$ cat src/design/csr_index_gen_params.svh
// Width, depth and threshold macros for the CSR index generator
// Shared by the type package and every RTL module

`ifndef CSR_INDEX_GEN_PARAMS_SVH
`define CSR_INDEX_GEN_PARAMS_SVH

// ----------------------------
// Datapath widths
// ----------------------------

// Index and stride counter width
`define CSR_INDEX_W 16

// Array base pointer and formed offset
`define CSR_ADDR_W 32

// Offset shift amount, covers 0 to 31
`define CSR_SHIFT_W 5

// ----------------------------
// Request FIFO sizing
// ----------------------------

// Kept a power of two so the pointers wrap on their own
`define CSR_FIFO_DEPTH 32

// Half the depth leaves room for pushes already in flight when the FSM pauses
`define CSR_FIFO_PROG_THRESH 16

`endif

$ cat src/design/csr_index_types_pkg.sv
// Vector types for indices, addresses, shift amounts and FIFO occupancy
// Also the width of one packed request word

`default_nettype none

`include "csr_index_gen_params.svh"

package csr_index_types_pkg;

    // ----------------------------
    // Datapath vectors
    // ----------------------------

    // Vertex or edge index, also the counter value
    typedef logic [`CSR_INDEX_W-1:0] index_t;

    // Base pointer or byte offset
    typedef logic [`CSR_ADDR_W-1:0] addr_t;

    // Offset shift amount
    typedef logic [`CSR_SHIFT_W-1:0] shift_t;

    // ----------------------------
    // FIFO bookkeeping
    // ----------------------------

    // One extra bit so a full FIFO can be told apart from an empty one
    typedef logic [$clog2(`CSR_FIFO_DEPTH):0] fifo_level_t;

    // Request word holds base, offset and index in that order
    localparam int request_w = 2 * $bits(addr_t) + $bits(index_t);

endpackage

`default_nettype wire

$ cat src/design/csr_index_ctrl_pkg.sv
// Control types for the CSR index generator
// Generator FSM state encoding

`default_nettype none

package csr_index_ctrl_pkg;

    // ----------------------------
    // Generator states
    // ----------------------------

    typedef enum logic [2:0] {
        GEN_RESET  = 3'd0,
        GEN_IDLE   = 3'd1,
        GEN_LOAD   = 3'd2,
        GEN_START  = 3'd3,
        GEN_BUSY   = 3'd4,
        // Back-pressure from the request FIFO
        GEN_PAUSE  = 3'd5,
        GEN_RESUME = 3'd6,
        GEN_DONE   = 3'd7
    } gen_state_t;

endpackage

`default_nettype wire

$ cat src/design/index_counter.sv
// Loadable stride counter
// Holds the current index of a generation

`timescale 1ns/1ps
`default_nettype none

`include "csr_index_gen_params.svh"

module index_counter (
    input  wire logic                          ap_clk,
    input  wire logic                          areset_generator,
    input  wire logic                          load,
    input  wire logic                          enable,
    input  wire csr_index_types_pkg::index_t   load_value,
    input  wire csr_index_types_pkg::index_t   stride,
    output csr_index_types_pkg::index_t        count
);

    // ----------------------------
    // Count register
    // ----------------------------

    // Load wins over a step, though the FSM never asks for both
    always_ff @(posedge ap_clk) begin
        if (areset_generator) begin
            count <= '0;
        end else if (load) begin
            count <= load_value;
        end else if (enable) begin
            count <= count + stride;
        end
    end

    // ----------------------------
    // Checks
    // ----------------------------

    // Load happens only in LOAD and steps only in BUSY
    a_load_enable_exclusive : assert property (
        @(posedge ap_clk) disable iff (areset_generator)
        !(load && enable)
    ) else $error("index_counter load and enable high together");

endmodule

`default_nettype wire

$ cat src/design/request_fifo.sv
// Synchronous request FIFO
// Circular buffer with occupancy count, programmable-full and a registered read port

`timescale 1ns/1ps
`default_nettype none

`include "csr_index_gen_params.svh"

module request_fifo #(
    parameter int data_w = csr_index_types_pkg::request_w
) (
    input  wire logic                             ap_clk,
    input  wire logic                             areset_generator,
    input  wire logic                             wr_en,
    input  wire logic [data_w-1:0]                din,
    input  wire logic                             rd_en,
    output logic      [data_w-1:0]                dout,
    output logic                                  valid,
    output logic                                  empty,
    output logic                                  full,
    output logic                                  prog_full,
    output csr_index_types_pkg::fifo_level_t      level
);

    localparam int depth = `CSR_FIFO_DEPTH;
    localparam int ptr_w = $clog2(depth);

    logic [data_w-1:0] mem [depth];
    logic [ptr_w-1:0]  wr_ptr;
    logic [ptr_w-1:0]  rd_ptr;
    logic              wr_ok;
    logic              rd_ok;

    // ----------------------------
    // Status and qualified strobes
    // ----------------------------

    assign empty = (level == '0);
    assign full  = (level == csr_index_types_pkg::fifo_level_t'(depth));

    // Pop only what is there, so the reader may hold rd_en as a level
    assign wr_ok = wr_en && !full;
    assign rd_ok = rd_en && !empty;

    // ----------------------------
    // Storage
    // ----------------------------

    always_ff @(posedge ap_clk) begin
        if (wr_ok) begin
            mem[wr_ptr] <= din;
        end
        if (rd_ok) begin
            dout <= mem[rd_ptr];
        end
    end

    // Pointers, occupancy and flags
    always_ff @(posedge ap_clk) begin
        if (areset_generator) begin
            wr_ptr    <= '0;
            rd_ptr    <= '0;
            level     <= '0;
            valid     <= 1'b0;
            prog_full <= 1'b0;
        end else begin
            if (wr_ok) begin
                wr_ptr <= wr_ptr + 1'b1;
            end
            if (rd_ok) begin
                rd_ptr <= rd_ptr + 1'b1;
            end
            case ({wr_ok, rd_ok})
                2'b10:   level <= level + 1'b1;
                2'b01:   level <= level - 1'b1;
                default: level <= level;
            endcase
            valid <= rd_ok;
            // Follows the level one cycle late
            prog_full <= (level >= csr_index_types_pkg::fifo_level_t'(`CSR_FIFO_PROG_THRESH));
        end
    end

    // ----------------------------
    // Checks
    // ----------------------------

    // The pause threshold must keep the writer off a full FIFO
    a_no_write_when_full : assert property (
        @(posedge ap_clk) disable iff (areset_generator)
        wr_en |-> !full
    ) else $error("request_fifo write while full");

    a_level_in_range : assert property (
        @(posedge ap_clk) disable iff (areset_generator)
        level <= csr_index_types_pkg::fifo_level_t'(depth)
    ) else $error("request_fifo level above depth");

endmodule

`default_nettype wire

$ cat src/design/index_gen_fsm.sv
// Generation sequencer
// Loads the counter, runs it against index_end, pauses on FIFO back-pressure
// and signals the end with a single-cycle done

`timescale 1ns/1ps
`default_nettype none

`include "csr_index_gen_params.svh"

module index_gen_fsm (
    input  wire logic                          ap_clk,
    input  wire logic                          areset_generator,
    input  wire logic                          start,
    input  wire logic                          prog_full,
    input  wire csr_index_types_pkg::index_t   count,
    input  wire csr_index_types_pkg::index_t   index_end,
    output logic                               counter_load,
    output logic                               counter_enable,
    output logic                               push,
    output logic                               done,
    output logic                               busy
);

    csr_index_ctrl_pkg::gen_state_t state;
    csr_index_ctrl_pkg::gen_state_t next_state;

    logic at_end;
    logic step;

    // Count only ever grows, so passing the end also finishes
    assign at_end = (count >= index_end);

    // ----------------------------
    // State register
    // ----------------------------

    always_ff @(posedge ap_clk) begin
        if (areset_generator) begin
            state <= csr_index_ctrl_pkg::GEN_RESET;
        end else begin
            state <= next_state;
        end
    end

    // ----------------------------
    // Next state
    // ----------------------------

    always_comb begin
        next_state = state;
        case (state)
            csr_index_ctrl_pkg::GEN_RESET: begin
                next_state = csr_index_ctrl_pkg::GEN_IDLE;
            end
            csr_index_ctrl_pkg::GEN_IDLE: begin
                if (start) begin
                    next_state = csr_index_ctrl_pkg::GEN_LOAD;
                end
            end
            csr_index_ctrl_pkg::GEN_LOAD: begin
                next_state = csr_index_ctrl_pkg::GEN_START;
            end
            // Lets the loaded count settle before the first compare
            csr_index_ctrl_pkg::GEN_START: begin
                next_state = csr_index_ctrl_pkg::GEN_BUSY;
            end
            csr_index_ctrl_pkg::GEN_BUSY: begin
                if (at_end) begin
                    next_state = csr_index_ctrl_pkg::GEN_DONE;
                end else if (prog_full) begin
                    next_state = csr_index_ctrl_pkg::GEN_PAUSE;
                end
            end
            csr_index_ctrl_pkg::GEN_PAUSE: begin
                if (!prog_full) begin
                    next_state = csr_index_ctrl_pkg::GEN_RESUME;
                end
            end
            csr_index_ctrl_pkg::GEN_RESUME: begin
                next_state = csr_index_ctrl_pkg::GEN_BUSY;
            end
            csr_index_ctrl_pkg::GEN_DONE: begin
                next_state = csr_index_ctrl_pkg::GEN_IDLE;
            end
            default: begin
                next_state = csr_index_ctrl_pkg::GEN_IDLE;
            end
        endcase
    end

    // ----------------------------
    // Outputs
    // ----------------------------

    // One push and one counter step per index, never apart
    assign step = (state == csr_index_ctrl_pkg::GEN_BUSY) && !at_end && !prog_full;

    assign push           = step;
    assign counter_enable = step;
    assign counter_load   = (state == csr_index_ctrl_pkg::GEN_LOAD);
    assign done           = (state == csr_index_ctrl_pkg::GEN_DONE);

    // Low again by the time done pulses
    assign busy = (state == csr_index_ctrl_pkg::GEN_LOAD)  ||
                  (state == csr_index_ctrl_pkg::GEN_START) ||
                  (state == csr_index_ctrl_pkg::GEN_BUSY)  ||
                  (state == csr_index_ctrl_pkg::GEN_PAUSE) ||
                  (state == csr_index_ctrl_pkg::GEN_RESUME);

    // ----------------------------
    // Checks
    // ----------------------------

    a_done_single_cycle : assert property (
        @(posedge ap_clk) disable iff (areset_generator)
        done |=> !done
    ) else $error("index_gen_fsm done held longer than one cycle");

endmodule

`default_nettype wire

$ cat src/design/csr_index_generator.sv
// CSR index generator top level
// Captures the configuration on start, forms shifted-offset requests
// and hands them to the reader through the request FIFO

`timescale 1ns/1ps
`default_nettype none

`include "csr_index_gen_params.svh"

module csr_index_generator (
    input  wire logic                          ap_clk,
    input  wire logic                          areset_generator,
    input  wire logic                          start,
    input  wire csr_index_types_pkg::index_t   index_start,
    input  wire csr_index_types_pkg::index_t   index_end,
    input  wire csr_index_types_pkg::index_t   stride,
    input  wire csr_index_types_pkg::addr_t    array_pointer,
    input  wire csr_index_types_pkg::shift_t   shift_amount,
    input  wire logic                          shift_left,
    input  wire logic                          request_rd_en,
    output logic                               request_valid,
    output csr_index_types_pkg::addr_t         request_base,
    output csr_index_types_pkg::addr_t         request_offset,
    output csr_index_types_pkg::index_t        request_index,
    output logic                               done,
    output logic                               busy
);

    logic start_reg;
    logic start_accept;

    csr_index_types_pkg::index_t index_start_reg;
    csr_index_types_pkg::index_t index_end_reg;
    csr_index_types_pkg::index_t stride_reg;
    csr_index_types_pkg::addr_t  array_pointer_reg;
    csr_index_types_pkg::shift_t shift_amount_reg;
    logic                        shift_left_reg;

    csr_index_types_pkg::index_t count;
    csr_index_types_pkg::addr_t  offset;
    logic                        counter_load;
    logic                        counter_enable;
    logic                        push;
    logic                        prog_full;

    logic [csr_index_types_pkg::request_w-1:0] request_din;
    logic [csr_index_types_pkg::request_w-1:0] request_dout;

    // ----------------------------
    // Configuration capture
    // ----------------------------

    // A start during a generation, or right behind another, is dropped
    assign start_accept = start && !busy && !start_reg;

    always_ff @(posedge ap_clk) begin
        if (areset_generator) begin
            start_reg <= 1'b0;
        end else begin
            start_reg <= start_accept;
        end
    end

    always_ff @(posedge ap_clk) begin
        if (start_accept) begin
            index_start_reg   <= index_start;
            index_end_reg     <= index_end;
            stride_reg        <= stride;
            array_pointer_reg <= array_pointer;
            shift_amount_reg  <= shift_amount;
            shift_left_reg    <= shift_left;
        end
    end

    // ----------------------------
    // Request formation
    // ----------------------------

    // Widen the index first so left shifts keep their upper bits
    assign offset = shift_left_reg ?
                    (csr_index_types_pkg::addr_t'(count) << shift_amount_reg) :
                    (csr_index_types_pkg::addr_t'(count) >> shift_amount_reg);

    assign request_din = {array_pointer_reg, offset, count};

    assign {request_base, request_offset, request_index} = request_dout;

    // ----------------------------
    // Submodules
    // ----------------------------

    index_counter u_index_counter (
        .ap_clk           (ap_clk),
        .areset_generator (areset_generator),
        .load             (counter_load),
        .enable           (counter_enable),
        .load_value       (index_start_reg),
        .stride           (stride_reg),
        .count            (count)
    );

    index_gen_fsm u_index_gen_fsm (
        .ap_clk           (ap_clk),
        .areset_generator (areset_generator),
        .start            (start_reg),
        .prog_full        (prog_full),
        .count            (count),
        .index_end        (index_end_reg),
        .counter_load     (counter_load),
        .counter_enable   (counter_enable),
        .push             (push),
        .done             (done),
        .busy             (busy)
    );

    // The FIFO qualifies rd_en with its own empty flag
    request_fifo #(
        .data_w (csr_index_types_pkg::request_w)
    ) u_request_fifo (
        .ap_clk           (ap_clk),
        .areset_generator (areset_generator),
        .wr_en            (push),
        .din              (request_din),
        .rd_en            (request_rd_en),
        .dout             (request_dout),
        .valid            (request_valid),
        .empty            (),
        .full             (),
        .prog_full        (prog_full),
        .level            ()
    );

endmodule

`default_nettype wire

$ cat config.mk
export PLATFORM = sky130hd
export DESIGN_NAME = csr_index_generator
export DESIGN_NICKNAME = d
export VERILOG_FILES = /design/src/design/csr_index_types_pkg.sv /design/src/design/csr_index_ctrl_pkg.sv /design/src/design/index_counter.sv /design/src/design/request_fifo.sv /design/src/design/index_gen_fsm.sv /design/src/design/csr_index_generator.sv
export VERILOG_INCLUDE_DIRS = /design/src /design/src/design
export SDC_FILE = /design/constraint.sdc
export NUM_CORES = 2
export LEC_CHECK = 0
export ABC_AREA = 1
export BUFFER_PORTS_ARGS = -buffer_cell sky130_fd_sc_hd__clkbuf_2
export CAP_MARGIN = 20
export CORE_ASPECT_RATIO = 1.4
export CORE_MARGIN = 1
export CORE_UTILIZATION = 60
export CTS_CLUSTER_SIZE = 12
export DETAILED_ROUTE_END_ITERATION = 10
export PLACE_DENSITY = 0.77
export RECOVER_POWER = 25
export SLEW_MARGIN = 10
export SYNTH_ARGS = -nofsm -noshare
export SYNTH_HDL_FRONTEND = slang
export SYNTH_SLANG_ARGS = --single-unit
export TNS_END_PERCENT = 1
$ cat constraint.sdc
create_clock -name ap_clk -period 10.7 [get_ports ap_clk]
set_input_delay 1.07 -clock ap_clk [delete_from_list [all_inputs] [get_ports ap_clk]]
set_output_delay 1.07 -clock ap_clk [all_outputs]
set_load 0.05 [all_outputs]
==> impl_metrics.yaml <==
pwr:
  leakagePower_nw: 39.7
  worst_ir_drop_vdd_mv: 0.222
  power.density_cell_area_mw_per_mm2: 245
floorplanning:
  num_rows: 185
  io_pins: 173
  chipHeight_um: 507
  initial_core_util_pct: 60.4
  core_area_sq_mm: 0.181
  area_of_the_die_sq_mm: 0.184
  fp.dieW_um: 363
status:
  status: "complete, but fails checks"
  violated_checks: "design-rule violations, max-capacitance violations, max-slew violations"
synth:
  synthAdderAreaFrac_pct: 0.506
  post_synthesis_compound_gate_area_fraction_pct: 11.5
  syn_nets: 8583
  synthCells: 8450
  synth.ff_latch_count: 2764
  synth_top_family_by_area: "compound AO/OA/AOI/OAI gates"
  synth_cell_types: 41
  syn_avg_cell_area_sq_um: 12.9
  synth_edf_count: 2726
  synth_simple_gate_area_share_pct: 9.67
  synthArstFlopShare_pct: 0
  synth_flop_cell: "edfxtp_1"
  synthesis.area_sq_mm: 0.109
  yosysSeqAreaShare_pct: 75.5
  synthMuxAreaShare_pct: 0.0458
  synth_warnings: 0
  yosys.area_share.xor_xnor_pct: 0.104
timing:
  slew-limit-headroom_pct: -86.6
  timing.final.max_slew_violations: 1010
  timing.fmax_ghz: 0.196
  timing_worst_slew_pin_value_ns: 2.80
  worst_clock_skew_ns: 0.0836
  timing.final.hold_violations: 0
  unrepaired_setup_endpoints_after_global_routing: "false"
  setup_tns_ns: 0
  layout_min_cycle_time_ns: 5.09
  setup_viol: 0
  fin_crit_sh_pct: 47.6
min_path:
  worstHoldPathType: "input pin to flip-flop"
clock_tree:
  cts_max_path_buffers: 4
  cts.root.buffer_cell: "clkbuf_16"
  cts_setup_buffers: 0
  tritoncts: "built"
  htree_num_levels: 5
  clock_sink_count: 2764
  post_cts_resized: 0
  worstSkewPairLatency_ns: 0.97
  cts_inserted_buffers: 285
  cts.reportedPaths.clkPinSlew_ns: 0.06
  hold_buffers: 0
detailed_routing:
  dr_total_vias: 73300
  post_drt_wl_per_cell_um: 28.6
  postRouteAntennaNets: 0
  wl_um: 315000
  drt_first_iter_violations: 11300
  drt_drc_violations_left: 2
  avgViaCountPerCell: 6.65
  first_pass_iters: 11
global_routing:
  all_layer_gr_usage_pct: 33.8
  globalRouteOverflowTotal: 0
  first_global_vias: 71200
  grt_start_max_net_pins: 230
  first_pass_grt_wire_length_um: 455000
  number_of_antenna_violations_at_the_first_check_in_global_routing: 7
setup_path:
  crit_required_ns: 11.20
  type_of_element_capturing_the_critical_path: "flip-flop"
  timing.critical_path.arrival_ns: 5.59
  critical_path_class: "flip-flop to flip-flop"
  timing.critical_path.from_type: "flip-flop"
  cp_max_fo: 49
place:
  port_buffers: 172
  hpwlAfterDp_um: 171000
  gp_congestion: 0.916
cells_and_area:
  fraction_of_final_layout_cells_sized_beyond_drive_strength_1_pct: 7.97
  final-seq-area_sq_mm: 0.0826
  fillerInstances: 12300
  multiInputGateArea_sq_mm: 0.0243
  largest_reg_flops: 2560
  post-route-util_pct: 66.4
  areaGrowthSynthToFinish_pct: 10.0
  design.final.nets: 8662
run:
  max_cap_viol_count: 29
## worst paths after layout
path         cells after the start  slack [ns]                          to                      start
max                             13        5.61  u_request_fifo.mem[13][72]  u_index_counter.count[11]
min                              1        0.27        array_pointer_reg[3]           array_pointer[3]
max reg2reg                     13        5.61  u_request_fifo.mem[13][72]  u_index_counter.count[11]
min reg2reg                      1        0.49                   start_reg                  start_reg
## cells in the mapped netlist (12+ instances only)
master	n	area, sq um
buf_1	17	63.8
o21bai_1	12	90.1
or2_1	14	87.6
o221ai_1	23	201
a31oi_1	33	206
nor2_1	1686	6330
nand3_1	280	1400
o22ai_1	463	2900
ha_1	41	513
o21a_1	30	225
nor3_1	49	245
o211ai_1	152	1140
inv_1	115	432
dfxtp_1	38	761
o21ai_0	1330	6660
a21oi_1	130	651
o21ai_1	90	450
buf_2	126	631
buf_4	33	248
edfxtp_1	2726	81900
nand2_1	583	2190
clkbuf_1	388	1460
nand4_1	22	138
## per-layer routing
layer	up-vias	GRT usage (%)	wire, um
li1	31200	-	-
met1	35800	42.5	107000
met2	5238	54.3	152000
met3	1018	6.04	33900
met4	6	21.8	22100
met5	-	0	46
## placed cells by master, fill, tap and decap left out, drive strengths merged, types with 3 or more instances in the layout
cell,instances
mux2i,5
nor2,1686
a21oi,130
xnor2,5
nand2,583
o21bai,12
o221ai,23
or2,21
buf,151
inv,122
a22oi,3
nor3,50
bufinv,3
a31oi,33
clkbuf,540
o211ai,152
o22ai,463
nand4,22
o21ai,1420
o21a,30
edfxtp,2726
and2,11
xor2,8
dfxtp,38
nand3b,4
nand3,281
nor4,3
clkinv,14
ha,41
## power breakdown
part | internal (mW) | total, mW | switching [mW]
Sequential | 12.9 | 13.4 | 0.428
Combinational | 1.83 | 7.45 | 5.61
Clock | 4.90 | 8.69 | 3.79
## critical path, cell delays in order (launching register included)
cell	delay [ns]
dfxtp_1	0.31
clkbuf_1	1.31
ha_1	0.47
nand2_1	0.11
o21bai_1	0.12
nand2_1	0.07
nand2_1	0.06
nand2_1	0.06
inv_1	0.09
nand4_1	0.10
buf_4	0.33
nor3_2	0.16
buf_4	0.59
buf_4	0.83
## kinds of logic after synthesis
family | count (synthesis)
buffers and inverters | 692
AO/OA/AOI/OAI | 2271
multiplexers | 5
XOR/XNOR | 13
adder cells (fa/ha/maj) | 43
flip-flops | 2764
AND/OR/NAND/NOR | 2662
## through the flow
stage | power [mW] | hold slack [ns] | cells | instance area [sq um] | setup slack, ns
6_report | 29.5 | 0.268 | 11000 | 120000 | 5.61
5_1_grt | 30.5 | 0.250 | 11000 | 120000 | 5.49
3_3_place_gp | 20.6 | 0.479 | 10700 | 113000 | 6.12
4_1_cts | 29.4 | 0.220 | 11000 | 120000 | 6.06
2_1_floorplan | 18.3 | 0.424 | 8450 | 109000 | 2.73
3_5_place_dp | 20.8 | 0.488 | 10700 | 113000 | 6.13
## cell type report
class / count / share of cell area, %
multi-input combinational: 4994 / 20.2
clock inverter: 15 / 0.155
clock buffer: 333 / 6.16
antenna: 2 / 0.00416
tap: 2431 / 2.53
inverter: 126 / 0.430
timing repair buffer: 358 / 1.90
sequential: 2764 / 68.7
Note: power is estimated with default switching activity, not from simulation.
